## src/hw/mem_defs.svh

```systemverilog
`ifndef MEM_DEFS_SVH
`define MEM_DEFS_SVH

// one memory word, also the operand width
`define MEM_DATA_W 64

// word address, memory holds 2**MEM_ADDR_W words
`define MEM_ADDR_W 8

// rep iteration count
`define MEM_CNT_W 16

// instruction pointer
`define EIP_W 32

`endif

```

## src/hw/mem_pkg.sv

```systemverilog
`default_nettype none

package mem_pkg;

`include "mem_defs.svh"

    typedef logic [`MEM_DATA_W-1:0] word_t;
    typedef logic [`MEM_ADDR_W-1:0] waddr_t;
    typedef logic [`MEM_CNT_W-1:0]  rep_cnt_t;
    typedef logic [`EIP_W-1:0]      eip_t;

    // operand source codes, 6 and 7 are unused
    typedef enum logic [2:0] {
        SRC_REG1 = 3'd0,
        SRC_REG2 = 3'd1,
        SRC_MEM1 = 3'd2,
        SRC_MEM2 = 3'd3,
        SRC_IMM  = 3'd4,
        SRC_EIP  = 3'd5
    } opnd_src_t;

    typedef enum logic [1:0] {PORT_IDLE, PORT_REQ, PORT_DATA, PORT_DONE} port_state_t;

    typedef enum logic [1:0] {ST_IDLE, ST_ACCESS, ST_OUT} stage_state_t;

endpackage

`default_nettype wire

```

## src/hw/mem_read_port.sv

```systemverilog
`timescale 1ns/1ps
`default_nettype none

module mem_read_port
    import mem_pkg::*;
(
    input  logic   clk,
    input  logic   arst_n,
    input  logic   start,
    input  logic   rd_en,
    input  waddr_t addr_in,
    input  logic   grant,
    input  word_t  rdata,
    output logic   req,
    output waddr_t req_addr,
    output word_t  data,
    output logic   done
);

    port_state_t state;
    waddr_t      addr_q;
    word_t       data_q;

    always_ff @(posedge clk or negedge arst_n) begin
        if (!arst_n) begin
            state <= PORT_IDLE;
        end else if (start) begin
            // a disabled read finishes right away
            state <= rd_en ? PORT_REQ : PORT_DONE;
        end else begin
            case (state)
                PORT_REQ: begin
                    if (grant) begin
                        state <= PORT_DATA;
                    end
                end
                PORT_DATA: begin
                    state <= PORT_DONE;
                end
                // idle and done hold until the next start
                default: begin
                    state <= state;
                end
            endcase
        end
    end

    always_ff @(posedge clk) begin
        if (start) begin
            addr_q <= addr_in;
        end
    end

    // ram output is valid during the data cycle
    always_ff @(posedge clk) begin
        if (start && !rd_en) begin
            data_q <= '0;
        end else if (state == PORT_DATA) begin
            data_q <= rdata;
        end
    end

    assign req      = (state == PORT_REQ);
    assign req_addr = addr_q;
    assign data     = data_q;
    assign done     = (state == PORT_DONE);

endmodule

`default_nettype wire

```

## config.mk

```make
export PLATFORM = sky130hd
export DESIGN_NAME = mem_read_port
export DESIGN_NICKNAME = d
export VERILOG_FILES = /design/src/hw/mem_pkg.sv /design/src/hw/mem_read_port.sv
export VERILOG_INCLUDE_DIRS = /design/src /design/src/hw
export SDC_FILE = /design/constraint.sdc
export NUM_CORES = 1
export LEC_CHECK = 0
export BUFFER_PORTS_ARGS = -buffer_cell sky130_fd_sc_hd__buf_2
export CAP_MARGIN = 20
export CORE_ASPECT_RATIO = 2
export CORE_MARGIN = 2
export CORE_UTILIZATION = 32
export CTS_BUF_LIST = sky130_fd_sc_hd__clkbuf_16
export CTS_CLUSTER_DIAMETER = 120
export DETAILED_ROUTE_END_ITERATION = 8
export GPL_TIMING_DRIVEN = 0
export PLACE_DENSITY = 0.72
export SLEW_MARGIN = 25
export SYNTH_ARGS = -nofsm -noshare
export SYNTH_HDL_FRONTEND = slang
export SYNTH_SLANG_ARGS = --single-unit
```

## constraint.sdc

```tcl
create_clock -name clk -period 1.15 [get_ports clk]
set_input_delay 0.115 -clock clk [delete_from_list [all_inputs] [get_ports clk]]
set_output_delay 0.115 -clock clk [all_outputs]
set_load 0.005 [all_outputs]
```

==> impl_metrics.py <==
metrics = {
    "run_status": {
        "status": "complete, but fails checks",
        "violations": "negative setup slack",
    },
    "sta": {
        "period_share": 1.07,
        "skew_ns": 0.00385,
        "rsz0062_at_grt": "true",
        "slew_violations": 0,
        "worst_pin_slew_ns": 0.708,
        "relSlewSlack": 0.528,
        "setup_viol": 64,
        "finalWorstSetupSlack_ns": -0.0838,
        "hold_viol_final": 0,
        "fin_crit_ns": 1.23,
        "clock.fmax_ghz": 0.811,
    },
    "floorplan": {
        "die_h_um": 130,
        "die_area_um2": 8730,
        "core_area_um2": 7830,
        "start_util": 0.325,
        "die_width_um": 67.1,
        "io_pins": 151,
        "row_count": 46,
    },
    "placed_design": {
        "dpl.hpwl_um": 5040,
        "gp_congestion": 0.690,
        "portBuffers": 150,
        "place_inst": 543,
    },
    "critical_path": {
        "cp_max_fo": 5,
        "rrSetupSlack_ns": -0.08,
        "critPathArrivalTime_ns": 1.43,
        "crit_path_end_kind": "flip-flop",
        "critPathLaunchType": "flip-flop",
        "required_ns": 1.34,
        "path_class": "reg2reg",
    },
    "power_and_ir_drop": {
        "total_leakage_power_nw": 1.97,
        "power_density_nw_per_um2": 1510,
        "ir_worst_vdd_v": 0.000893,
    },
    "layout": {
        "utilization": 0.533,
        "nets": 551,
        "multi_input_area_um2": 1070,
        "diodes": 0,
        "fillers": 747,
        "finalNonFillerCells": 575,
        "drive_gt1_frac": 0.486,
        "ff_latch_area_um2": 1570,
        "syn_to_final_growth_pct": 63.8,
    },
    "yosys": {
        "synth_edf_count": 8,
        "synth_top_area_frac": 0.503,
        "synth_common_cells": "nand2_1 (128), a21oi_1 (65), dfxtp_1 (64), buf_4 (8), edfxtp_1 (8)",
        "ys_seq_area_frac": 0.617,
        "syn_avg_cell_area_um2": 8.57,
        "yosys_register_bits": 74,
        "synthFlopType": "dfxtp_1",
        "synth_cell_type_count": 15,
        "syn_area_um2": 2550,
        "synth_nets": 374,
        "yosysWarningCount": 0,
        "syn_inst": 297,
        "yosysTopAreaCell": "dfxtp_1",
        "ys_top_cells_by_area": "dfxtp_1 (50%), nand2_1 (19%), a21oi_1 (13%)",
        "synthMostInstantiatedCell": "nand2_1",
        "async_flop_share": 0.0270,
    },
    "routing": {
        "wl_per_cell_um": 13.0,
        "via_count": 2622,
        "route.detailed.drc": 0,
        "dr.pass1.iters": 4,
        "post_drt_via_cell_ratio": 4.56,
        "drt_iter0_drc": 116,
        "postRouteWirelength_um": 7480,
        "ant_nets": 0,
    },
    "clocking": {
        "cts_tree": "done",
        "cts_root_buf": "clkbuf_16",
        "cts_buffer_depth": 2,
        "clk_pin_slew_ns": 0.06,
        "cts_buffers": 9,
        "insertion_delay_ns": 0.34,
        "htree_levels": 3,
        "clock_sinks": 74,
    },
    "global_routing": {
        "grt_max_degree": 13,
        "grt_pass1_wl_um": 10700,
        "antenna_found_initial": 0,
        "track_usage": 0.163,
        "grt_pass1_vias": 2388,
        "overflow": 0,
    },
    "job": {
        "max_cap_violations": 0,
    },
    "hold_path": {
        "min-delay-path-class": "in2reg",
    },
}
-- cells in the final DEF (no fill, tap or decap), types with 2 or more instances in the layout --
cell	count
a21oi_1	31
a21oi_2	34
buf_2	151
buf_4	6
buf_6	5
buf_8	6
clkbuf_1	5
clkbuf_16	11
clkinv_1	2
clkinv_2	4
dfrtp_1	2
dfxtp_1	64
dlygate4sd3_1	10
edfxtp_1	8
nand2_1	115
nand2_4	12
nor2_1	2
-- power breakdown --
part / switching [W] / total [W] / internal (W)
Sequential: 0.0000977 / 0.00293 / 0.00283
Combinational: 0.000435 / 0.000909 / 0.000474
Clock: 0.00104 / 0.00247 / 0.00143
-- logic make-up (layout without fill, tap and decap cells) --
logic type / Yosys count / after routing / share of synthesized area
DFF: 74 / 74 / 0.617
and+or+nand+nor: 134 / 134 / 0.202
buffers and inverters: 22 / 204 / 0.0477
AOI/OAI and AO/OA: 67 / 67 / 0.133
-- routing by layer --
| metal | part of all wire | vias up | wire length, um | global-route usage |
|---|---|---|---|---|
| li1 | - | 1310 | - | - |
| met1 | 0.40 | 1165 | 2990 | 0.178 |
| met2 | 0.45 | 137 | 3400 | 0.258 |
| met3 | 0.13 | 10 | 958 | 0.0888 |
| met4 | 0.018 | 0 | 132 | 0.0684 |
| met5 | 0 | - | 0 | 0 |
-- path summary, 6_finish.rpt --
check | startpoint | endpoint | cells after the start
min reg2reg | data[35] | data[35] | 2
min | rdata[47] | data[47] | 3
max | state[1] | data[0] | 5
max reg2reg | state[1] | data[0] | 5
max in group asynchronous | arst_n | state[1] | 2
min in group asynchronous | arst_n | state[0] | 2
-- worst max-delay path, stage by stage, from the launching register on --
cell and delay [ns]:
dfrtp_1 0.41, and2b_2 0.25, clkbuf_16 0.17, clkbuf_16 0.17, nand2_4 0.05, a21oi_2 0.04
-- flip-flops by register name, indices dropped and copies added (netlist names) --
register  cells
data         64
state         2
req_addr      8
-- metrics by stage --
step	instance area [um^2]	setup WS (ns)	hold WS [ns]	power, W	setup TNS [ns]
2_1_floorplan	2550	0.0592	-0.181	0.00328	0
6_report	4170	-0.0838	0.0133	0.00631	-3.56
3_3_place_gp	3420	-0.241	-0.100	0.00369	-10.39
4_1_cts	3860	-0.0622	0.000234	0.00625	-1.77
3_5_place_dp	3420	-0.287	-0.0983	0.00370	-10.91
5_1_grt	4170	-0.128	0.0190	0.00658	-6.35
-- final cells by class --
| class | count | share of cell area |
|---|---|---|
| buffer | 21 | 0.0483 |
| inverter | 1 | 0.000900 |
| multi-input combinational | 201 | 0.258 |
| clock inverter | 7 | 0.00870 |
| clock buffer | 9 | 0.0540 |
| sequential | 74 | 0.377 |
| timing repair buffer | 166 | 0.225 |
| tap | 96 | 0.0288 |
-- timing repair --
action                                 CTS  global route
setup buffers                            2             2
gates cloned                             0             2
setup endpoints to repair               61            65
endpoints found under the hold margin   11             0
hold buffers                            10             0
pin swaps                                1            15
gates resized for setup                 21            66
No activity file was read; power rests on OpenSTA's default activity.
