**config.mk**
```make
export PLATFORM = sky130hd
export DESIGN_NAME = rep_addr_gen
export DESIGN_NICKNAME = d
export VERILOG_FILES = /design/src/hw/mem_pkg.sv /design/src/hw/rep_addr_gen.sv
export VERILOG_INCLUDE_DIRS = /design/src /design/src/hw
export SDC_FILE = /design/constraint.sdc
export NUM_CORES = 1
export LEC_CHECK = 0
export ABC_AREA = 1
export BUFFER_PORTS_ARGS = -buffer_cell sky130_fd_sc_hd__buf_2
export CAP_MARGIN = 5
export CORE_MARGIN = 3
export CORE_UTILIZATION = 57
export CTS_BUF_LIST = sky130_fd_sc_hd__clkbuf_8
export DETAILED_ROUTE_END_ITERATION = 10
export PLACE_DENSITY = 0.91
export SLEW_MARGIN = 20
export SYNTH_ARGS = -nofsm -noshare
export SYNTH_HDL_FRONTEND = slang
export SYNTH_SLANG_ARGS = --single-unit
```
**constraint.sdc**
```tcl
create_clock -name clk -period 2.4 [get_ports clk]
set_input_delay 0.24 -clock clk [delete_from_list [all_inputs] [get_ports clk]]
set_output_delay 0.24 -clock clk [all_outputs]
set_load 0.03 [all_outputs]
```
**src/hw/mem_defs.svh**
```systemverilog
`ifndef MEM_DEFS_SVH
`define MEM_DEFS_SVH

// one memory word, also the operand width
`define MEM_DATA_W 64

// word address, memory holds 2**MEM_ADDR_W words
`define MEM_ADDR_W 8

// rep iteration count
`define MEM_CNT_W 16

// instruction pointer
`define EIP_W 32

`endif

```
**src/hw/mem_pkg.sv**
```systemverilog
`default_nettype none

package mem_pkg;

`include "mem_defs.svh"

    typedef logic [`MEM_DATA_W-1:0] word_t;
    typedef logic [`MEM_ADDR_W-1:0] waddr_t;
    typedef logic [`MEM_CNT_W-1:0]  rep_cnt_t;
    typedef logic [`EIP_W-1:0]      eip_t;

    // operand source codes, 6 and 7 are unused
    typedef enum logic [2:0] {
        SRC_REG1 = 3'd0,
        SRC_REG2 = 3'd1,
        SRC_MEM1 = 3'd2,
        SRC_MEM2 = 3'd3,
        SRC_IMM  = 3'd4,
        SRC_EIP  = 3'd5
    } opnd_src_t;

    typedef enum logic [1:0] {PORT_IDLE, PORT_REQ, PORT_DATA, PORT_DONE} port_state_t;

    typedef enum logic [1:0] {ST_IDLE, ST_ACCESS, ST_OUT} stage_state_t;

endpackage

`default_nettype wire

```
**src/hw/rep_addr_gen.sv**
```systemverilog
`timescale 1ns/1ps
`default_nettype none

module rep_addr_gen
    import mem_pkg::*;
(
    input  logic     clk,
    input  logic     arst_n,
    input  logic     load,
    input  logic     step,
    input  logic     is_rep,
    input  logic     dir_dec,
    input  waddr_t   addr1_in,
    input  waddr_t   addr2_in,
    input  rep_cnt_t count_in,
    output waddr_t   addr1,
    output waddr_t   addr2,
    output logic     last
);

    waddr_t   addr1_q;
    waddr_t   addr2_q;
    rep_cnt_t cnt_q;
    logic     dec_q;
    rep_cnt_t load_cnt;
    waddr_t   delta;

    // non-rep and a zero count both mean a single iteration
    always_comb begin
        if (is_rep && (count_in != '0)) begin
            load_cnt = count_in;
        end else begin
            load_cnt = rep_cnt_t'(1);
        end
    end

    // +1 or -1 in two's complement, wraps at the memory depth
    assign delta = dec_q ? '1 : waddr_t'(1);

    always_ff @(posedge clk or negedge arst_n) begin
        if (!arst_n) begin
            addr1_q <= '0;
            addr2_q <= '0;
            cnt_q   <= '0;
            dec_q   <= 1'b0;
        end else if (load) begin
            addr1_q <= addr1_in;
            addr2_q <= addr2_in;
            cnt_q   <= load_cnt;
            // direction flag is held for the whole instruction
            dec_q   <= dir_dec;
        end else if (step) begin
            addr1_q <= addr1_q + delta;
            addr2_q <= addr2_q + delta;
            cnt_q   <= cnt_q - rep_cnt_t'(1);
        end
    end

    assign addr1 = addr1_q;
    assign addr2 = addr2_q;
    assign last  = (cnt_q == rep_cnt_t'(1));

endmodule

`default_nettype wire

```
==> metrics.txt <==
overflow left after global routing=0; classification of the worst-slack hold path=in2async; maximum number of buffers from clock root to sink=2; maximum ir drop on the vdd rail=0.3741 mV; Mapped Nets=448; post-layout min period=1942 ps; max-capacitance violation count=0; placement-stage cell area=2903 um^2; # hold bufs at CTS=0; count of pins on the block boundary=55; share of the synthesized netlist area taken by xor and xnor gates=0.03373; routed length on met3=556 um; Post-Layout Inst Area=2985 um^2; horizontal extent of the die=73.49 um; mux share of post-synthesis cell area=0; gr usage total=0.2715; combinational family with the most area after synthesis=simple AND/OR/NAND/NOR gates; Setup Skew=5.112 ps; Synth Cell Area=2596 um^2; vias in the first global route=2598; H-Tree Level Count=2; Post-Synth Simple-Gate Area=0.3706; clock sink total=33; startpoint type of the worst setup path=register; leading cell type in the layout, fill and taps excluded=sky130_fd_sc_hd__nand2_1; register share of total power=0.365; Hold Violations, Final=0; Synth Instances=394; layout cells sized above 1=0.1756; Critical Path Sink Type=register; total DRC errors in the routed layout=0; flops & latches, synth=33; post-DR vias/cell=5.412; area overhead of the layout relative to synthesis=14.99%; arrival time of data at the critical path endpoint=2130 ps; main area contributors after synthesis=sky130_fd_sc_hd__dfrtp_1 32%, sky130_fd_sc_hd__nand2_1 20%, sky130_fd_sc_hd__ha_1 6.7%, sky130_fd_sc_hd__inv_1 6.5%, sky130_fd_sc_hd__nand3_1 6.4%; synthesized-area fraction occupied by adder cells=0.08289; area share of the largest cell type after synthesis=0.3181; cells on worst reg2reg path=10; count of warnings emitted by yosys=0; Power Dens Cells=677.3 nW/um^2; clock power share=0.210; leading cell types in the layout, fill and taps excluded=139 x sky130_fd_sc_hd__nand2_1, 54 x sky130_fd_sc_hd__buf_2, 46 x sky130_fd_sc_hd__inv_1, 41 x sky130_fd_sc_hd__nor2_1; starting density of the core=0.6179; headroom to the max-slew limit=0.4923; Clk Latency, worst-skew pair=290 ps; CTS clk-pin slew, worst paths=70 ps; highest layer used for signal routing=met4; Antenna Cells=0; post-synthesis area per instance=6.589 um^2; total core area=4202 um^2; cell chosen for the clock root=sky130_fd_sc_hd__clkbuf_8; critical setup path kind=reg2reg; net switching power=0.8762 mW; Final Setup Violations=0; count of cell types in the netlist=28; Final HPWL DP=4.834 mm; setup repair after global routing missed its margin=false; post-route clock period utilization=0.8093; met1 WL=2.806 mm; # nets final=503; pin count of the biggest net entering global routing=34; Final Max Slew Viols=0; Final TNS setup=0 ps; die area=5401 um^2; remaining antenna violation count=0; DR WL met2=3.155 mm; placer congestion estimate=0.8787; critical path required time=2590 ps; post-synthesis sequential area ratio=0.3181; drt pass-1 iters=4; static power due to leakage=1.688 nW; Post-CTS Setup Repair Bufs=0; die extent in y=73.49 um; fraction of the mapped netlist area in compound gates=0.1065; detailed-route wire length per cell=13.28 um; clock buffers created by TritonCTS=5; via total after detailed routing=2706; power consumption=2.022 mW; count of input and output buffers=54; combinational share of power=0.425; slew of the pin with the lowest slew margin=761.6 ps; aggregate routed wire length=6.638 mm; Internal Dissipation=1.146 mW; area leader, netlist=sky130_fd_sc_hd__dfrtp_1; switching fraction of total power=0.4333; antenna violations before repair=0; CTS tree=built; number of violations reported at the end of detailed-routing iteration 0=146; std cell rows=23; global-route wire length before repair=11.49 mm; upper clock frequency limit=514.9 MHz; critical path peak fanout=10; CTS-repair resized insts=0; result of the run=finished clean
==> kinds of logic after synthesis <==
kind of cell | after synthesis
simple gates | 228
buf+inv | 58
compound gates | 49
flops | 33
fa+ha+maj | 16
xor+xnor | 10
==> synth_stat cells <==
| cell | instances |
|---|---|
| sky130_fd_sc_hd__ha_1 | 14 |
| sky130_fd_sc_hd__nand2_2 | 3 |
| sky130_fd_sc_hd__buf_4 | 1 |
| sky130_fd_sc_hd__o221ai_1 | 1 |
| sky130_fd_sc_hd__a21oi_1 | 21 |
| sky130_fd_sc_hd__o21bai_1 | 3 |
| sky130_fd_sc_hd__dfrtp_1 | 33 |
| sky130_fd_sc_hd__o21ai_0 | 11 |
| sky130_fd_sc_hd__o211ai_1 | 1 |
| sky130_fd_sc_hd__fa_1 | 2 |
| sky130_fd_sc_hd__nand3b_1 | 3 |
| sky130_fd_sc_hd__inv_2 | 5 |
| sky130_fd_sc_hd__or2_1 | 1 |
| sky130_fd_sc_hd__buf_2 | 6 |
| sky130_fd_sc_hd__xor2_1 | 9 |
| sky130_fd_sc_hd__nand3_1 | 33 |
| sky130_fd_sc_hd__o22ai_1 | 9 |
| sky130_fd_sc_hd__clkbuf_1 | 1 |
| sky130_fd_sc_hd__nand2_1 | 139 |
| sky130_fd_sc_hd__nor3_1 | 1 |
| sky130_fd_sc_hd__o21ai_1 | 1 |
| sky130_fd_sc_hd__nor2_1 | 41 |
| sky130_fd_sc_hd__nor2_4 | 5 |
| sky130_fd_sc_hd__inv_1 | 45 |
| sky130_fd_sc_hd__o31ai_1 | 1 |
| sky130_fd_sc_hd__xnor2_1 | 1 |
| sky130_fd_sc_hd__a21oi_2 | 1 |
| sky130_fd_sc_hd__nor2_2 | 2 |
==> sequential cells by signal, summed over array words and instances, names as in the netlist <==
register  flops
cnt_q        16
addr2         8
dec_q         1
addr1         8
==> layer usage <==
| layer | track usage | vias up |
|---|---|---|
| met1 | 0.3325 | 1217 |
| met4 | 0.09859 | 0 |
| met3 | 0.06566 | 14 |
| met2 | 0.4606 | 113 |
| li1 | - | 1362 |
| met5 | 0 | - |
==> stage by stage <==
| stage | hold slack, ps | util | cells | setup slack (ps) |
|---|---|---|---|---|
| floorplan | -55.59 | - | 394 | 675.3 |
| finish | 2.961 | 0.7105 | 500 | 457.8 |
| detailed placement | 354.4 | 0.6909 | 492 | 484.8 |
| CTS | 37.54 | 0.7105 | 500 | 479.5 |
| global route | 57.94 | 0.7105 | 500 | 326.0 |
| global placement | 347.9 | 0.6909 | 492 | 602.9 |
==> worst max-delay path: stages, from the launching register on <==
cell and delay [ps]:
sky130_fd_sc_hd__dfrtp_1 520, sky130_fd_sc_hd__buf_4 230, sky130_fd_sc_hd__ha_1 330, sky130_fd_sc_hd__a21oi_1 200
sky130_fd_sc_hd__nand2_1 120, sky130_fd_sc_hd__nand2_1 100, sky130_fd_sc_hd__nand2_1 60, sky130_fd_sc_hd__nand2_1 80
sky130_fd_sc_hd__nand3_1 70, sky130_fd_sc_hd__nand2_1 80, sky130_fd_sc_hd__nand2_1 50
==> layout make-up <==
cell class	count	area (um^2)
Inverter	50	187.7
Fill cell	353	1216
Timing Repair Buffer	56	285.3
Clock buffer	5	68.82
Multi-Input combinational cell	303	1541
Tap cell	50	62.56
Sequential cell	33	825.8
Clock inverter	3	13.76
==> power groups by stage <==
stage	Combinational, mW	Clock, mW	Sequential, mW
after global routing	0.969	0.461	0.752
after detailed placement	0.848	0	0.745
final	0.859	0.424	0.738
after floorplan	0.541	0	0.823
after CTS	0.855	0.426	0.736
after global placement	0.817	0	0.742
==> worst paths after layout <==
path	start	endpoint	slack [ps]
hold reg to reg	addr2[6]$_DFFE_PN0P_	addr2[6]$_DFFE_PN0P_	520
setup / recovery	dec_q$_DFFE_PN0P_	addr1[7]$_DFFE_PN0P_	460
min in group clk	dir_dec	dec_q$_DFFE_PN0P_	170
setup reg to reg	dec_q$_DFFE_PN0P_	addr1[7]$_DFFE_PN0P_	460
hold / removal	arst_n	cnt_q[2]$_DFFE_PN0P_	3
max in group asynchronous	arst_n	addr2[2]$_DFFE_PN0P_	1900
No activity file was read; power rests on OpenSTA's default activity.
