===== src/hw/mem_defs.svh =====
`ifndef MEM_DEFS_SVH
`define MEM_DEFS_SVH

// one memory word, also the operand width
`define MEM_DATA_W 64

// word address, memory holds 2**MEM_ADDR_W words
`define MEM_ADDR_W 8

// rep iteration count
`define MEM_CNT_W 16

// instruction pointer
`define EIP_W 32

`endif


===== src/hw/mem_pkg.sv =====
`default_nettype none

package mem_pkg;

`include "mem_defs.svh"

    typedef logic [`MEM_DATA_W-1:0] word_t;
    typedef logic [`MEM_ADDR_W-1:0] waddr_t;
    typedef logic [`MEM_CNT_W-1:0]  rep_cnt_t;
    typedef logic [`EIP_W-1:0]      eip_t;

    // operand source codes, 6 and 7 are unused
    typedef enum logic [2:0] {
        SRC_REG1 = 3'd0,
        SRC_REG2 = 3'd1,
        SRC_MEM1 = 3'd2,
        SRC_MEM2 = 3'd3,
        SRC_IMM  = 3'd4,
        SRC_EIP  = 3'd5
    } opnd_src_t;

    typedef enum logic [1:0] {PORT_IDLE, PORT_REQ, PORT_DATA, PORT_DONE} port_state_t;

    typedef enum logic [1:0] {ST_IDLE, ST_ACCESS, ST_OUT} stage_state_t;

endpackage

`default_nettype wire


===== src/hw/operand_select.sv =====
`timescale 1ns/1ps
`default_nettype none

module operand_select
    import mem_pkg::*;
(
    input  opnd_src_t sel1,
    input  opnd_src_t sel2,
    input  word_t     reg1,
    input  word_t     reg2,
    input  word_t     mem1,
    input  word_t     mem2,
    input  word_t     imm,
    input  eip_t      eip,
    output word_t     op1,
    output word_t     op2
);

    word_t eip_ext;

    // eip is unsigned, so the cast fills with zeros
    assign eip_ext = word_t'(eip);

    function automatic word_t pick(
        input opnd_src_t sel,
        input word_t     r1,
        input word_t     r2,
        input word_t     m1,
        input word_t     m2,
        input word_t     im,
        input word_t     ip
    );
        word_t val;
        case (sel)
            SRC_REG1: val = r1;
            SRC_REG2: val = r2;
            SRC_MEM1: val = m1;
            SRC_MEM2: val = m2;
            SRC_IMM:  val = im;
            SRC_EIP:  val = ip;
            default:  val = '0;
        endcase
        return val;
    endfunction

    assign op1 = pick(sel1, reg1, reg2, mem1, mem2, imm, eip_ext);
    assign op2 = pick(sel2, reg1, reg2, mem1, mem2, imm, eip_ext);

endmodule

`default_nettype wire


===== config.mk =====
export PLATFORM = sky130hd
export DESIGN_NAME = operand_select
export DESIGN_NICKNAME = d
export VERILOG_FILES = /design/src/hw/mem_pkg.sv /design/src/hw/operand_select.sv
export VERILOG_INCLUDE_DIRS = /design/src /design/src/hw
export SDC_FILE = /design/constraint.sdc
export NUM_CORES = 1
export LEC_CHECK = 0
export BUFFER_PORTS_ARGS = -buffer_cell sky130_fd_sc_hd__buf_2
export CAP_MARGIN = 20
export CORE_AREA = 5 5 185 187
export DETAILED_ROUTE_END_ITERATION = 16
export DIE_AREA = 0 0 190 192
export MAX_ROUTING_LAYER = met4
export PLACE_DENSITY = 0.44
export SLEW_MARGIN = 20
export SYNTH_ARGS = -nofsm -noshare
export SYNTH_HDL_FRONTEND = slang
export SYNTH_SLANG_ARGS = --single-unit
export TNS_END_PERCENT = 10

===== constraint.sdc =====
create_clock -name vclk -period 1.35
set_clock_uncertainty 0.1 [all_clocks]
set_input_delay 0.135 -clock vclk [all_inputs]
set_output_delay 0.135 -clock vclk [all_outputs]
set_load 0.1 [all_outputs]

==> results.sh, run 1 <==
export IMPL_die_w_um=190
export IMPL_critical_path_top_delay_family="buffers and inverters"
export IMPL_drt_iter0_markers=241
export IMPL_slowest_delay_ps=260
export IMPL_yosysWarnings=0
export IMPL_setup_viol=128
export IMPL_fin_crit_ps=1680
export IMPL_final_area_mm2=0.0156
export IMPL_synth_common_cells="135 x mux2i_1, 116 x mux2_2, 61 x nor2_1"
export IMPL_fin_util_pct=48.4
export IMPL_core_area_mm2=0.0323
export IMPL_ir_worst_vdd_mv=0.310
export IMPL_place_hpwl_um=34700
export IMPL_slew_violations=0
export IMPL_die_h_um=192
export IMPL_top_layer="met4"
export IMPL_nFillCells=3043
export IMPL_worst_pin_slew_ps=392
export IMPL_viasPerCell=5.13
export IMPL_synth_area_per_cell_um2=8.00
export IMPL_synth_most_common_cell="mux2i_1"
export IMPL_syn_to_final_growth_pct=152
export IMPL_antenna_found_initial=10
export IMPL_cp_slowest_cell="a221oi_2"
export IMPL_worst_slack_ps=-334
export IMPL_grt_max_degree=30
export IMPL_leakagePower_nw=6.69
export IMPL_wire_per_inst_um=24.0
export IMPL_seq_area_um2=0
export IMPL_synth_top_area_share_pct=21.7
export IMPL_yosysSeqAreaShare_pct=0
export IMPL_crit_arrival_ps=1450
export IMPL_period_share_pct=125
export IMPL_tns_ps=-27360
export IMPL_violations="setup timing"
export IMPL_cp_data_required_time_ps=1120
export IMPL_io_pins=486
export IMPL_cpMostUsedCell="buf_12"
export IMPL_port_buffers=486
export IMPL_cp_end_kind="output port"
export IMPL_cp_max_fo=7
export IMPL_drive_gt1_share_pct=79.9
export IMPL_yosys_area_top_type="mux2i_1"
export IMPL_wl_met3_um=2930
export IMPL_grt_overflow_total=0
export IMPL_vias=9495
export IMPL_status="finished with violations"
export IMPL_max_slew_margin_rel_pct=73.1
export IMPL_initial_utilization_pct=19.3
export IMPL_critical_path_buf_inv_count=7
export IMPL_grt_usage_pct=22.8
export IMPL_detail_route_antenna_nets=0
export IMPL_grt_pass1_wl_um=63600
export IMPL_finalNetCount=1760
export IMPL_syn_instance_count=777
export IMPL_power_density_mw_per_mm2=606
export IMPL_drv_cap=0
export IMPL_critPathKind="primary input to output port"
export IMPL_wl_met1_um=17800
export IMPL_met2_length_um=22500
export IMPL_drc=0
export IMPL_synthesis_area_mm2=0.00622
export IMPL_routed_wl_um=44500
export IMPL_netlist_top_cells_area="mux2i_1 22%, mux2_2 21%, a221oi_1 7.2%"
export IMPL_fmax_mhz=594
export IMPL_rows=66
export IMPL_clkbuf_count=0
export IMPL_gp_congestion=0.896
export IMPL_start_kind="primary input"
export IMPL_power_total_mw=9.47
export IMPL_firstDrtPassIters=7
export IMPL_finalHoldViolations=0
export IMPL_rsz0062_at_grt="true"
export IMPL_dieArea_mm2=0.0365
export IMPL_first_global_vias=10322
export IMPL_synth_fp_nets=1135
export IMPL_path_cells="buf_16, buf_12, nor2b_4, buf_6, buf_12, buf_16, a221oi_2, buf_4, nor2_4, buf_12"
export IMPL_design_seq_count=0
export IMPL_multi_input_area_mm2=0.00797
export IMPL_yosysUniqueCellTypes=44
export IMPL_placed_area_mm2=0.0136
export IMPL_hold_path_class="primary input to output port"
## placed cells by master (no fill, tap or decap), drive strengths merged, types with 7 or more instances in the layout
cell,synthesis,routed
o21a,49,49
o22ai,26,26
a22oi,52,52
o221ai,15,15
a311o,15,15
nor2,62,62
buf,82,719
a211oi,15,15
nor2b,7,7
nand2,14,14
o21ai,17,17
a21oi,40,40
mux2i,135,135
a221oi,52,52
and3b,8,8
diode,0,9
mux2,120,120
## cell families (layout without fill, tap and decap cells)
logic type,after synthesis,after routing,synth area share [%]
AOI/OAI and AO/OA,301,301,36.0
and+or+nand+nor,116,116,9.30
other,0,9,0
muxes,257,257,44.3
buffers and inverters,103,726,10.5
## timing repair
| action | in CTS | in global routing |
|---|---|---|
| setup buffers | 12 | 16 |
| setup endpoints to repair | 128 | 128 |
| cloned | 9 | 4 |
| resized for setup | 192 | 102 |
| pin swaps | 27 | 44 |
| endpoints found under the hold margin | 0 | 0 |
| hold buffers | 0 | 0 |
## worst paths after layout
kind                  startpoint      end  slack, ps  cells past startpoint
worst min-delay path     imm[16]  op2[16]        590                      4
worst max-delay path     sel1[1]  op1[53]       -330                     10
## metal layers
layer	GRT usage (%)	up-vias
li1	-	4417
met1	26.9	4611
met2	40.2	402
met3	4.36	65
met4	5.56	0
met5	-	-
## final cells by class
type,count,area share [%]
tap,442,3.54
inverter,2,0.0560
multi-input combinational,674,50.9
timing repair buffer,724,45.3
antenna,9,0.144
## metrics by stage
stage               hold slack (ps)  setup slack (ps)  instances
global placement                575              -507       1806
finish                          592              -334       1851
global route                    606              -384       1851
detailed placement              578              -548       1806
CTS                             580              -336       1827
floorplan                       486              -320        777
## report_power, final
part / total, mW / internal (mW) / switching (mW)
sequential: 0 / 0 / 0
combinational: 9.47 / 3.92 / 5.55
clock: 0.000000893 / 0.000000893 / 0
Power figures use the tool's default switching activity.
==> run 2: changes to the inputs <==
GPL_TIMING_DRIVEN = 0   (was not set)
RECOVER_POWER = 50   (was not set)
==> results.sh, run 2 (synthesized netlist as in run 1, its figures left out) <==
export IMPL_worst_slack_ps=-282
export IMPL_syn_to_final_growth_pct=150
export IMPL_start_kind="primary input"
export IMPL_gp_congestion=0.878
export IMPL_io_pins=486
export IMPL_detail_route_antenna_nets=0
export IMPL_clockPowerShare_pct=0
export IMPL_drc=0
export IMPL_layout_common_cells="352 x buf_2, 143 x buf_12, 106 x mux2_2, 102 x mux2i_1, 50 x a221oi_4"
export IMPL_first_global_vias=10607
export IMPL_slowest_delay_ps=210
export IMPL_core_area_mm2=0.0323
export IMPL_intPower_mw=3.79
export IMPL_grt_max_degree=13
export IMPL_finalHoldViolations=0
export IMPL_p_seq_share_pct=0
export IMPL_grt_overflow_total=0
export IMPL_crit_arrival_ps=1400
export IMPL_status="finished with violations"
export IMPL_fin_cells=1743
export IMPL_hold_end="op2[4]"
export IMPL_antenna_found_initial=6
export IMPL_period_share_pct=121
export IMPL_cp_slowest_cell="nor3b_4"
export IMPL_rsz0062_at_grt="true"
export IMPL_initial_utilization_pct=19.3
export IMPL_holdPathStages=4
export IMPL_cp_end_kind="output port"
export IMPL_viasPerCell=5.53
export IMPL_drv_cap=0
export IMPL_power_total_mw=9.70
export IMPL_routed_wl_um=57600
export IMPL_ir_worst_vdd_mv=0.411
export IMPL_firstDrtPassIters=5
export IMPL_cp_data_required_time_ps=1120
export IMPL_critPathKind="primary input to output port"
export IMPL_design_seq_count=0
export IMPL_violations="setup timing"
export IMPL_die_w_um=190
export IMPL_fmax_mhz=613
export IMPL_tns_ps=-25320
export IMPL_drive_gt1_share_pct=81.1
export IMPL_port_buffers=482
export IMPL_path_cells="buf_12, buf_16, buf_16, nor3b_4, buf_6, nand2_2, o221ai_4, buf_12"
export IMPL_p_comb_share_pct=100.0
export IMPL_switchingPower_mw=5.91
export IMPL_drt_iter0_markers=500
export IMPL_holdCritStartpoint="imm[4]"
export IMPL_seq_area_um2=0
export IMPL_slew_violations=0
export IMPL_die_h_um=192
export IMPL_fin_crit_ps=1630
export IMPL_grt_usage_pct=30.1
export IMPL_setup_viol=128
export IMPL_hold_path_class="primary input to output port"
export IMPL_sw_frac_of_total_pct=60.9
export IMPL_clkbuf_count=0
export IMPL_whs_ps=602
export IMPL_place_ws_ps=-1210
export IMPL_grt_pass1_wl_um=78400
export IMPL_cp_max_fo=7
export IMPL_worst_pin_slew_ps=309
export IMPL_layout_commonest_cell="buf_2"
export IMPL_wire_per_inst_um=33.1
export IMPL_power_density_mw_per_mm2=624
export IMPL_vias=9647
export IMPL_cts_hold_buf=0
export IMPL_dieArea_mm2=0.0365
export IMPL_max_slew_margin_rel_pct=78.8
export IMPL_rows=66
export IMPL_leakagePower_nw=6.26
export IMPL_place_inst=1701
export IMPL_finalNetCount=1654
export IMPL_place_hpwl_um=43500
## run 2: per-stage QoR
step                area (um2)  utilization, %
floorplan                 7690               -
global placement         10700            33.0
detailed placement       10700            33.0
CTS                      14900            46.1
global route             15500            48.1
finish                   15500            48.1
## run 2: worst max-delay path by stage
stage                     startpoint       to  slack, ps  cells past startpoint
final                        sel2[0]  op2[41]       -280                      8
after global routing         sel2[0]  op2[41]       -300                      8
after CTS                    sel2[0]  op2[41]       -280                      8
after detailed placement     sel2[0]   op2[6]      -1210                      7
after global placement       sel2[0]   op2[6]      -1190                      7
after floorplan              sel2[1]  op2[62]       -320                      6
## run 2: power groups by stage
| stage | Sequential [mW] | Combinational (mW) | Clock [mW] |
|---|---|---|---|
| global placement | 0 | 7.15 | 0 |
| floorplan | 0 | 5.31 | 0 |
| global route | 0 | 9.96 | 0.000000594 |
| finish | 0 | 9.70 | 0.000000694 |
| detailed placement | 0 | 7.16 | 0 |
| CTS | 0 | 9.38 | 0 |
## run 2: layout make-up
cell class,instances,area (um2)
Buffer,101,1800
Tap cell,442,553
Timing Repair Buffer,517,4700
Fill cell,3027,16800
Antenna cell,7,17.5
Multi-Input combinational cell,674,8440
Inverter,2,25.0
## run 2: layer usage
layer	vias to the layer above	wire length [um]	global-route usage [%]	part of all wire (%)
met4	0	1040	4.45	1.8
li1	4230	-	-	-
met2	460	29600	54.9	51
met3	66	3730	5.78	6.5
met5	-	0	-	0
met1	4891	23300	35.2	40
## run 2: what timing repair did
item | in CTS | in global routing
setup endpoints to repair | 128 | 128
gates resized for setup | 895 | 86
hold endpoints to repair | 0 | 0
pin swaps | 42 | 32
gates cloned | 8 | 5
setup buffers | 20 | 2
## run 2: worst max-delay path: cells and delay by family
family / cells / cell delay [ps]
buffers and inverters: 5 / 860
and+or+nand+nor: 2 / 300
AOI/OAI and AO/OA: 1 / 80
==> run 3: changes to the inputs <==
TNS_END_PERCENT = 20   (was 10)
==> results.sh, run 3 (synthesized netlist as in run 1, its figures left out) <==
export IMPL_finalNetCount=1669
export IMPL_place_hpwl_um=43700
export IMPL_start_kind="primary input"
export IMPL_nFillCells=3116
export IMPL_critical_path_top_delay_family="buffers and inverters"
export IMPL_power_density_mw_per_mm2=620
export IMPL_placed_area_mm2=0.0108
export IMPL_core_area_mm2=0.0323
export IMPL_crit_arrival_ps=1390
export IMPL_wl_met3_um=3890
export IMPL_finalHoldViolations=0
export IMPL_cp_max_fo=10
export IMPL_leakagePower_nw=6.32
export IMPL_tns_ps=-25590
export IMPL_drive_gt1_share_pct=80.5
export IMPL_max_slew_margin_rel_pct=75.2
export IMPL_grt_max_degree=12
export IMPL_viasPerCell=5.51
export IMPL_routed_wl_um=58300
export IMPL_firstDrtPassIters=4
export IMPL_drc=0
export IMPL_place_ws_ps=-1090
export IMPL_power_total_mw=9.58
export IMPL_initial_utilization_pct=19.3
export IMPL_design_seq_count=0
export IMPL_die_w_um=190
export IMPL_dieArea_mm2=0.0365
export IMPL_rows=66
export IMPL_ir_worst_vdd_mv=0.358
export IMPL_period_share_pct=120
export IMPL_wl_met1_um=23600
export IMPL_violations="setup timing"
export IMPL_fin_util_pct=47.9
export IMPL_detail_route_antenna_nets=0
export IMPL_fin_cells=1761
export IMPL_layout_common_cells="352 x buf_2, 123 x buf_12, 107 x mux2i_1, 103 x mux2_2, 59 x buf_6"
export IMPL_slew_violations=0
export IMPL_cp_end_kind="output port"
export IMPL_whs_ps=591
export IMPL_setup_viol=128
export IMPL_top_layer="met4"
export IMPL_clkbuf_count=0
export IMPL_cpMostUsedCell="buf_12"
export IMPL_worst_pin_slew_ps=371
export IMPL_seq_area_um2=0
export IMPL_grt_usage_pct=30.1
export IMPL_layout_commonest_cell="buf_2"
export IMPL_wire_per_inst_um=33.1
export IMPL_antenna_found_initial=9
export IMPL_place_inst=1701
export IMPL_cp_data_required_time_ps=1120
export IMPL_drv_cap=0
export IMPL_final_area_mm2=0.0155
export IMPL_fin_crit_ps=1630
export IMPL_die_h_um=192
export IMPL_cp_slowest_cell="buf_12"
export IMPL_worst_slack_ps=-275
export IMPL_critical_path_buf_inv_count=5
export IMPL_hold_path_class="primary input to output port"
export IMPL_vias=9699
export IMPL_grt_pass1_wl_um=77200
export IMPL_grt_overflow_total=0
export IMPL_io_pins=486
export IMPL_critPathKind="primary input to output port"
export IMPL_cts_hold_buf=0
export IMPL_first_global_vias=10394
export IMPL_drt_iter0_markers=482
export IMPL_fmax_mhz=615
export IMPL_syn_to_final_growth_pct=149
export IMPL_rsz0062_at_grt="true"
export IMPL_slowest_delay_ps=210
export IMPL_path_cells="buf_16, buf_12, buf_12, nor3b_4, buf_6, nand2_2, o221ai_4, buf_12"
export IMPL_met2_length_um=29000
export IMPL_port_buffers=482
export IMPL_status="finished with violations"
export IMPL_gp_congestion=0.856
-- run 3: cell types whose count changed in the layout (fill, tap and decap cells not counted), moves of 4 or more --
cell       delta
clkbuf_16     +7
buf_12       -20
a22oi_1       +4
a221oi_4      -8
buf_6        +17
mux2i_1       +5
a22oi_2       -4
buf_4        +12
a221oi_2      +8
-- run 3: what timing repair did --
item | in CTS | in global routing
cloned | 5 | 13
endpoints found under the setup margin | 128 | 128
setup buffers | 11 | 21
gates resized for setup | 744 | 128
pin swaps | 20 | 34
-- run 3: worst paths after layout --
kind  cells past startpoint  slack, ps    start      end
max                       8       -280  sel2[0]  op2[41]
min                       4        590  imm[16]  op2[16]
-- run 3: final cells by class --
cell class | instances | area (um2) | area share (%)
Multi-Input combinational cell | 674 | 8290 | 53.7
Timing Repair Buffer | 532 | 4790 | 31.0
Buffer | 101 | 1760 | 11.4
Tap cell | 442 | 553 | 3.58
Inverter | 2 | 36.3 | 0.235
Antenna cell | 10 | 25.0 | 0.162
-- run 3: tightest hold or removal path, cell delays in order --
cell and delay, ps:
buf_2 110, nand2_2 60, o221ai_4 70, buf_12 180
-- run 3: power by group --
part	internal, mW	switching [mW]	total [mW]	leakage (nW)
combinational	3.71	5.86	9.58	6.32
sequential	0	0	0	0
clock	0.000000992	0	0.000000992	0.0000634
-- run 3: per-layer routing --
layer | global-route usage, % | vias to the layer above
met3 | 5.47 | 85
met5 | - | -
met1 | 36.3 | 4849
li1 | - | 4250
met2 | 51.9 | 515
met4 | 7.74 | 0
