File: config.mk
export PLATFORM = sky130hd
export DESIGN_NAME = mem_arbiter
export DESIGN_NICKNAME = d
export VERILOG_FILES = /design/src/hw/mem_pkg.sv /design/src/hw/mem_arbiter.sv
export VERILOG_INCLUDE_DIRS = /design/src /design/src/hw
export SDC_FILE = /design/constraint.sdc
export NUM_CORES = 1
export LEC_CHECK = 0
export ABC_AREA = 1
export BUFFER_PORTS_ARGS = -buffer_cell sky130_fd_sc_hd__buf_2
export CAP_MARGIN = 20
export CORE_ASPECT_RATIO = 1.4
export CORE_UTILIZATION = 44
export CTS_CLUSTER_SIZE = 40
export DETAILED_ROUTE_END_ITERATION = 7
export PLACE_DENSITY = 0.82
export SLEW_MARGIN = 20
export SYNTH_ARGS = -nofsm -noshare
export SYNTH_HDL_FRONTEND = slang
export SYNTH_SLANG_ARGS = --single-unit
File: constraint.sdc
create_clock -name clk -period 12.7 [get_ports clk]
set_input_delay 1.27 -clock clk [delete_from_list [all_inputs] [get_ports clk]]
set_output_delay 1.27 -clock clk [all_outputs]
set_load 0.01 [all_outputs]
File: src/hw/mem_defs.svh
`ifndef MEM_DEFS_SVH
`define MEM_DEFS_SVH

// one memory word, also the operand width
`define MEM_DATA_W 64

// word address, memory holds 2**MEM_ADDR_W words
`define MEM_ADDR_W 8

// rep iteration count
`define MEM_CNT_W 16

// instruction pointer
`define EIP_W 32

`endif

File: src/hw/mem_pkg.sv
`default_nettype none

package mem_pkg;

`include "mem_defs.svh"

    typedef logic [`MEM_DATA_W-1:0] word_t;
    typedef logic [`MEM_ADDR_W-1:0] waddr_t;
    typedef logic [`MEM_CNT_W-1:0]  rep_cnt_t;
    typedef logic [`EIP_W-1:0]      eip_t;

    // operand source codes, 6 and 7 are unused
    typedef enum logic [2:0] {
        SRC_REG1 = 3'd0,
        SRC_REG2 = 3'd1,
        SRC_MEM1 = 3'd2,
        SRC_MEM2 = 3'd3,
        SRC_IMM  = 3'd4,
        SRC_EIP  = 3'd5
    } opnd_src_t;

    typedef enum logic [1:0] {PORT_IDLE, PORT_REQ, PORT_DATA, PORT_DONE} port_state_t;

    typedef enum logic [1:0] {ST_IDLE, ST_ACCESS, ST_OUT} stage_state_t;

endpackage

`default_nettype wire

File: src/hw/mem_arbiter.sv
`timescale 1ns/1ps
`default_nettype none

module mem_arbiter
    import mem_pkg::*;
(
    input  logic   clk,
    input  logic   arst_n,
    input  logic   wb_valid,
    input  waddr_t wb_addr,
    input  word_t  wb_data,
    input  logic   req1,
    input  logic   req2,
    input  waddr_t addr1,
    input  waddr_t addr2,
    output logic   wb_full,
    output logic   grant1,
    output logic   grant2,
    output logic   mem_we,
    output waddr_t mem_addr,
    output word_t  mem_wdata
);

    logic   wb_full_q;
    waddr_t wb_addr_q;
    word_t  wb_data_q;
    // set when port 2 got the last grant
    logic   last2_q;

    // the held write drains in its first full cycle, it always wins the port
    always_ff @(posedge clk or negedge arst_n) begin
        if (!arst_n) begin
            wb_full_q <= 1'b0;
        end else if (wb_full_q) begin
            wb_full_q <= 1'b0;
        end else if (wb_valid) begin
            wb_full_q <= 1'b1;
        end
    end

    always_ff @(posedge clk) begin
        if (wb_valid && !wb_full_q) begin
            wb_addr_q <= wb_addr;
            wb_data_q <= wb_data;
        end
    end

    // readers alternate when both request
    assign grant1 = !wb_full_q && req1 && (!req2 || last2_q);
    assign grant2 = !wb_full_q && req2 && (!req1 || !last2_q);

    always_ff @(posedge clk or negedge arst_n) begin
        if (!arst_n) begin
            last2_q <= 1'b1;
        end else if (grant1 || grant2) begin
            last2_q <= grant2;
        end
    end

    always_comb begin
        if (wb_full_q) begin
            mem_addr = wb_addr_q;
        end else if (grant2) begin
            mem_addr = addr2;
        end else begin
            mem_addr = addr1;
        end
    end

    assign mem_we    = wb_full_q;
    assign mem_wdata = wb_data_q;
    assign wb_full   = wb_full_q;

endmodule

`default_nettype wire

==> impl_summary.md, run 1 <==
Outcome
The flow ran to the end, and the final reports show no timing, DRC or antenna violations.

STA
The final max-slew violation count is 0. The share of the clock period used by the worst path is 26.0%. The remaining max-slew budget at the tightest pin is 41.0%.

Once routing completed, OpenROAD measured the worst setup slack at 9.40 ns. The final setup violation count is 0. The final count of hold timing violations was 0. Static timing analysis puts the maximum clock frequency at 303 MHz. Across the routed clock network, the largest skew measured is between 0.01 and 0.015 ns.

The setup TNS is 0 ns. At the pin with the least slew margin, the transition time is 0.885 ns. The final period demand of the worst path is between 3 and 4 ns. Setup repair after global routing left no endpoint under its margin.

Route
The routed length per placed instance is 16.7 um. The routed design has 6130 um of wire. The number of iterations in the first detailed-routing pass is 4. After detailed routing, the number of remaining DRC violations is 0. The number of vias in the routed layout is 1763. In this run, the number of DRC markers left after iteration 0 of detailed routing was 54. The post-detailed-route count of antenna-violating nets is 0. The number of vias per cell after detailed routing is approximately 4.8.

Setup path
In this design, the stage delay of the slowest critical-path cell is approximately 0.16 ns. The count of buffering cells on the critical path with inverters included is 2. Broken down by cell family, the worst path's largest delay share belongs to simple AND/OR/NAND/NOR gates. The worst reg2reg path endpoint is mem_wdata[3]. The top fanout value on the critical path is 10.

At the worst endpoint, the required time is about 11 ns. The depth of the worst register-to-register path is 2. STA classifies the critical path endpoint as a primary output. The worst setup path is of the primary input to primary output kind. The startpoint identified for the worst register-to-register timing path is mem_we.

The signal on the critical path passes through buf_2 > nand2_2 > nand3_4 > nand3_1 > nand3_1 > buf_2. For flop-to-flop paths, the worst setup slack is 10.92 ns. The standard cell with the maximum stage delay on the critical path is sky130_fd_sc_hd__nand2_2.

The worst setup path is launched from a primary input. The endpoint arrival time on the critical path is 2.03 ns.

Clocking
The clock net sink count is 74. TritonCTS built the clock tree. The number of buffers added for setup after CTS is 0. The number of hold buffers added after CTS was 0. The clock tree buffer depth is 2.

The number of gates resized after CTS was 0. Clock tree synthesis inserted a total of 9 buffers. The H-tree generated during clock tree synthesis spans 3 levels. The later-pin clock latency in the skew report is 0.34 ns. Clock-pin slew was measured on the worst setup and hold paths at ~0.07 ns. Clock tree synthesis selected as its root buffer the cell sky130_fd_sc_hd__clkbuf_8.

Logic synthesis
The synthesized netlist devotes 0% of its cell area to adder and majority cells. The count of flip-flops with a built-in enable after synthesis is 72. Of the post-synthesis cell area, the part taken by muxes is 0%. Summing the areas of all xor and xnor instances in the mapped netlist gives 0% of the synthesized area. The portion of synthesized cell area occupied by the leading cell type is 87.4%. For this run, asynchronously set or reset flops after synthesis account for 2.70%.

The dominant combinational cell family by area after synthesis is simple AND/OR/NAND/NOR gates. After synthesis, flip-flops and latches occupy 89.5% of the total area. The synthesized net count is 214.

The average footprint of a synthesized cell is 20.4 um2. The biggest area contributor in the post-synthesis netlist is sky130_fd_sc_hd__edfxtp_1. The most instantiated flip-flop cell in the synthesis netlist is sky130_fd_sc_hd__edfxtp_1. Counting instances in the post-synthesis netlist gives the leading cell types as 72 x sky130_fd_sc_hd__edfxtp_1, 16 x sky130_fd_sc_hd__nand3_1, 8 x sky130_fd_sc_hd__nand2_1, 8 x sky130_fd_sc_hd__nand4_1, 4 x sky130_fd_sc_hd__inv_1.

After synthesis the netlist holds a flip-flop and latch count of 74. The most common cell in the synthesized netlist is sky130_fd_sc_hd__edfxtp_1. In the synthesized netlist, the number of instances is about 120. Yosys attributes the largest share of cell area to sky130_fd_sc_hd__edfxtp_1 87%, sky130_fd_sc_hd__nand3_1 3.2%, sky130_fd_sc_hd__nand4_1 2.0%. Summing the areas of all compound-gate instances in the mapped netlist gives 0.658% of the synthesized area.

The count of cell types in the netlist is 15. The share of synthesized cell area in and, or, nand and nor gates is around 7.7%. The netlist area before placement is 2470 um2. The warning count from the yosys run is 0.

Floorplanning
The floorplan has 31 rows. The die outline height is 90.7 um. The die covers between 5000 and 6000 um2. The standard cell core area is 5280 um2. The initial standard-cell utilization of the core is 46.9%.

The horizontal die dimension is 65.4 um. The number of top-level pins is ~170.

Hold path
The beginning of the worst hold path is last2_q. Along the worst hold path, the cell count comes to 2. In this run the worst hold path is classified as register to register. The terminating pin of the worst hold path is last2_q.

Global routing
In the global route stage, overall resource usage came out at 21.1%. The initial antenna violation count was 0. Entering global routing, the biggest net connects 74 pins. The via count of the first global-routing pass was 1841. The first-pass GRT wire length is slightly below 9000 um. After global routing the overflow that remains totals 0.

Power
The total power is 0.576 mW. The maximum vdd drop is 83.0 uV. For this design the ratio of total power to cell area is 158 nW/um2. In this run the static leakage power is ~1.6 nW.

Placement
The final HPWL from detailed placement is 4670 um. Buffers placed on the I/O ports in this run total about 170. The final weighted congestion in routability-driven placement is 0.735. OpenSTA, run right after detailed placement, puts the worst setup slack at 9.42 ns.

Cells and area
The area growth from synthesis to layout is 47.3%. The end-of-flow core utilization is between 60 and 70%. Of the cells placed in the final design, the portion with a size suffix greater than 1 is a little over three fifths.

The net total in the final layout is slightly below 400. The repair_antennas step left the layout with diodes totalling 0.

Run
The max capacitance violation total is 0.
worst register-to-register path, cell delays in order, from the launching register on:
cell and delay, ns:
sky130_fd_sc_hd__dfrtp_1 0.54, sky130_fd_sc_hd__nor2_4 0.15, sky130_fd_sc_hd__buf_4 0.68
sequential cells by signal (all words and copies together), names as in the netlist:
register,cells
last2_q,1
mem_wdata,64
mem_we,1
wb_addr_q,8
cell type report:
cell class	count	area, um2
sequential	74	2210
multi-input combinational	38	215
timing repair buffer	169	848
inverter	5	18.8
tap	66	82.6
clock inverter	6	138
fill	393	1630
clock buffer	10	128
cell usage in the layout, fill, tap and decap left out, types with 4 or more instances in the layout:
cell                        instances
sky130_fd_sc_hd__buf_2            168
sky130_fd_sc_hd__edfxtp_1          72
sky130_fd_sc_hd__nand3_1           16
sky130_fd_sc_hd__clkbuf_8           9
sky130_fd_sc_hd__nand4_1            8
sky130_fd_sc_hd__nand2_1            8
sky130_fd_sc_hd__inv_1              4
sky130_fd_sc_hd__bufinv_16          4
logic make-up (layout without fill, tap and decap cells):
logic type | count (synthesis) | after routing
compound gates | 2 | 2
buf+inv | 9 | 190
flops | 74 | 74
simple gates | 36 | 36
power breakdown:
part | internal, mW | switching, mW
Clock | 0.152 | 0.0826
Combinational | 0.0232 | 0.0303
Sequential | 0.285 | 0.00406
Total | 0.460 | 0.117
worst max path at each step:
| stage | startpoint | end | slack, ns | depth (start not counted) |
|---|---|---|---|---|
| finish | req1 | mem_addr[7] | 9.40 | 6 |
| global route | req1 | mem_addr[7] | 9.34 | 6 |
| CTS | req1 | mem_addr[2] | 9.41 | 6 |
| detailed placement | req1 | mem_addr[2] | 9.42 | 6 |
| global placement | req1 | mem_addr[4] | 9.47 | 6 |
| floorplan | wb_valid | mem_wdata[0] | 7.84 | 2 |
per-layer routing:
layer / part of all wire [%] / track usage, % / wire [um] / vias up
met2: 55 / 37.5 / 3360 / 106
met3: 7.8 / 5.81 / 481 / 30
met1: 30 / 17.7 / 1840 / 808
li1: - / - / - / 819
met5: 0 / 0 / 0 / -
met4: 7.3 / 19.6 / 445 / 0
metrics by stage:
stage	hold slack [ns]	instance area, um2	instances
after floorplan	0.509	2470	121
after global placement	0.551	3380	352
after detailed placement	0.547	3380	352
after CTS	0.556	3640	368
after global routing	0.622	3640	368
final	0.554	3640	368
No activity file was read; power rests on OpenSTA's default activity.
==> run 2: changes to the inputs <==
--- a/config.mk
+++ b/config.mk
@@ -10,10 +10,10 @@
 export BUFFER_PORTS_ARGS = -buffer_cell sky130_fd_sc_hd__buf_2
 export CAP_MARGIN = 20
 export CORE_ASPECT_RATIO = 1.4
-export CORE_UTILIZATION = 44
+export CORE_UTILIZATION = 41
 export CTS_CLUSTER_SIZE = 40
 export DETAILED_ROUTE_END_ITERATION = 7
-export PLACE_DENSITY = 0.82
+export PLACE_DENSITY = 0.77
 export SLEW_MARGIN = 20
 export SYNTH_ARGS = -nofsm -noshare
 export SYNTH_HDL_FRONTEND = slang
==> constraint.sdc (replaced) <==
create_clock -name clk -period 3.1 [get_ports clk]
set_input_delay 0.31 -clock clk [delete_from_list [all_inputs] [get_ports clk]]
set_output_delay 0.31 -clock clk [all_outputs]
set_load 0.01 [all_outputs]
==> run 2 against run 1 <==
Sequential share of layout area rose by 0.55 points. Final cell count rose by 1.4%. Die area grew 7.1%. Sequential power grew to 4.1 times the previous value.
==> impl_summary.md, run 2 (synthesis gave the netlist of run 1 again) <==
Cells and area
The number of flip-flops in the largest register is 64. Leaving out fill and tap cells, the most frequent cells in the layout are 168 x sky130_fd_sc_hd__buf_2, 72 x sky130_fd_sc_hd__edfxtp_1, 16 x sky130_fd_sc_hd__nand3_1, 9 x sky130_fd_sc_hd__clkbuf_8. The footprint of the multi-input gates is 215 um2. The number of non-filler instances in the completed layout is roughly 370. The most common cell after layout, fill and taps aside is sky130_fd_sc_hd__buf_2. The area growth from synthesis to layout is 46.0%.

The repair_antennas step left the layout with diodes totalling 0. Fill cells in the final layout number 439. The end-of-flow core utilization is 62.0%.

In the final layout, flip-flops and latches occupy 2210 um2. Cells with a size suffix above 1 make up 63.0% of the layout. The finished cells cover about 3600 um2. At the end of the flow, the number of nets in the layout was about 390.

Power
The maximum vdd drop is 370 uV. Sequential cells burn 54.0% of the power. The total power is 2.19 mW. The analysis attributes to cell leakage a power of 1.60 nW.

The share of total power dissipated in combinational logic is 9.9%. The total power density per cell area is 607 nW/um2. The switching power summed over all nets is around 0.48 mW. The share of total power in the clock network is ~36%. The switching share of total power is 21.8%.

Internal power comes to 1.71 mW.

STA
The remaining max-slew budget at the tightest pin is 41.0%. The final count of hold timing violations was 0. The tightest hold margin is 0.136 ns.

The final max-slew violation count is 0. Setup repair after global routing left no endpoint under its margin. The final setup violation count is 0.

The worst path uses 64.3% of the clock period. For the final routed database, the setup TNS stands at 0 ns. The actual transition at the worst max-transition pin is 0.886 ns. The clock period could shrink to approximately 2 ns. In the post-route analysis, the smallest setup slack over all paths is 1.11 ns.

Clock skew on the completed layout was measured at 0.00857 ns. The maximum clock frequency is between 500 and 600 MHz.

Route
The final layout contains routed wiring with a total length of 5610 um. The number of vias per cell after detailed routing is 4.64. The detailed router put a total of 1770 um of wire on met1. The final route contains 1729 vias.

The detail route stage leaves a number of antenna-violating nets equal to 0. The number of iterations in the first detailed-routing pass is 6. The count of unresolved DRC violations after routing is 0.

The routed length per placed instance is 15.0 um. The highest metal layer with signal wires is met4. Wire segments on met2 add up to between 3000 and 4000 um in the final route.

The routed length on met3 is 468 um. The number of DRC markers after the initial detailed-route iteration is 68.

Global routing
The overall fraction of global-route tracks in use is 17.9%. The maximum number of pins on one net before global-route repair is 74. The initial antenna violation count was 0. The via count of the first global-routing pass was approximately 1600. For this run the aggregate overflow at the end of global routing stands at 0. The first global-routing pass estimated about 7600 um of wire.

Setup path
The critical path's top delay family is flip-flops. The delay of the slowest cell on the worst path is approximately 0.54 ns. The data required time of the critical path is 2.79 ns.

The critical path goes through inv_2 > nand3_4 > nand3_1 > nand3_1 > buf_2. The critical path is of the register to primary output type. The sort of element at the end of the critical path is a primary output. The launching element type of the critical path is a register. The count of buffering cells on the critical path with inverters included is 2. STA puts the critical path data arrival time at 1.68 ns. The most common cell type on the critical path is sky130_fd_sc_hd__nand3_1. The standard cell with the maximum stage delay on the critical path is sky130_fd_sc_hd__dfrtp_1. In this run the worst path has a maximum fanout of 17.

Floorplanning
The horizontal die dimension is about 68 um. The die is 93.9 um tall. For this design the top-level I/O count stands at 169. The standard cell core area is about 5800 um2. The initial standard-cell utilization of the core is 42.5%. The standard-cell row count is 33. The die covers 6350 um2.

Placement
The final weighted congestion in routability-driven placement is 0.735. The final HPWL from detailed placement is 4210 um. In this run the tool buffered the top-level ports with 168 buffer cells. The placement-stage cell area is around 3400 um2. Before CTS, the worst setup slack after placement is 1.31 ns.

Including well taps, the total number of placed cells is 356.

Clocking
The later-pin clock latency in the skew report is approximately 0.34 ns. CTS saw 74 sinks. The clock transition at the registers of the reported paths is roughly 0.08 ns. The H-tree was split into 3 levels. The total clock buffers created by CTS is 9. No sink is reached through more buffers than the 2 on the longest clock path. The clock tree from TritonCTS is yes.

After clock tree synthesis, the setup repair step added 0 buffers. The root buffer cell chosen for the clock tree is sky130_fd_sc_hd__clkbuf_8.

Outcome
The flow ran to the end, and the final reports show no timing, DRC or antenna violations.

Hold path
In this run the worst hold path is classified as primary input to register.

Run
The max capacitance violation total is 0.
-- run 2: changes by cell type in the layout (fill, tap and decap cells not counted), sizes merged --
cell         before  now
bufinv            4    2
clkbuf           10    9
clkinv            1    3
clkinvlp          0    2
dlygate4sd3       0    1
inv               6    5
-- run 2: metal layers --
metal / vias up / track usage (%)
met5: - / 0
met4: 0 / 11.2
met3: 14 / 7.04
met2: 91 / 33.1
met1: 803 / 14.7
li1: 821 / -
-- run 2: final timing paths --
| kind | to | cells after the start | start | slack [ns] |
|---|---|---|---|---|
| max | mem_addr[4] | 5 | mem_we | 1.11 |
| min | mem_wdata[4] | 1 | wb_data[4] | 0.14 |
| max reg2reg | mem_wdata[27] | 2 | mem_we | 1.29 |
| min reg2reg | last2_q | 2 | last2_q | 0.55 |
| max in group asynchronous | last2_q | 2 | arst_n | 2.61 |
| min in group asynchronous | mem_we | 2 | arst_n | 0.29 |
-- run 2: cell type report --
type	instances	share of cell area, %
flip-flops and latches	74	61.3
repair buffers	170	23.8
multi-input cells	38	5.96
clock buffers	9	3.43
clock inverters	7	2.60
well taps	70	2.43
inverters	5	0.520
-- run 2: power by group through the flow --
| stage | Sequential, mW | Combinational (mW) | Clock (mW) |
|---|---|---|---|
| 2_1_floorplan | 1.23 | 0.0669 | 0 |
| 3_3_place_gp | 1.20 | 0.213 | 0 |
| 3_5_place_dp | 1.21 | 0.218 | 0 |
| 4_1_cts | 1.18 | 0.220 | 0.822 |
| 5_1_grt | 1.19 | 0.240 | 0.850 |
| 6_report | 1.18 | 0.217 | 0.792 |
-- run 2: timing repair --
action / CTS / global route
endpoints found under the hold margin: 2 / 0
hold buffers: 1 / 0
gates resized for setup: 0 / 0
-- run 2: worst reg2reg max path: stages (launching register included) --
cell and delay, ns:
sky130_fd_sc_hd__dfrtp_1 0.54, sky130_fd_sc_hd__nor2_4 0.16, sky130_fd_sc_hd__buf_4 0.68
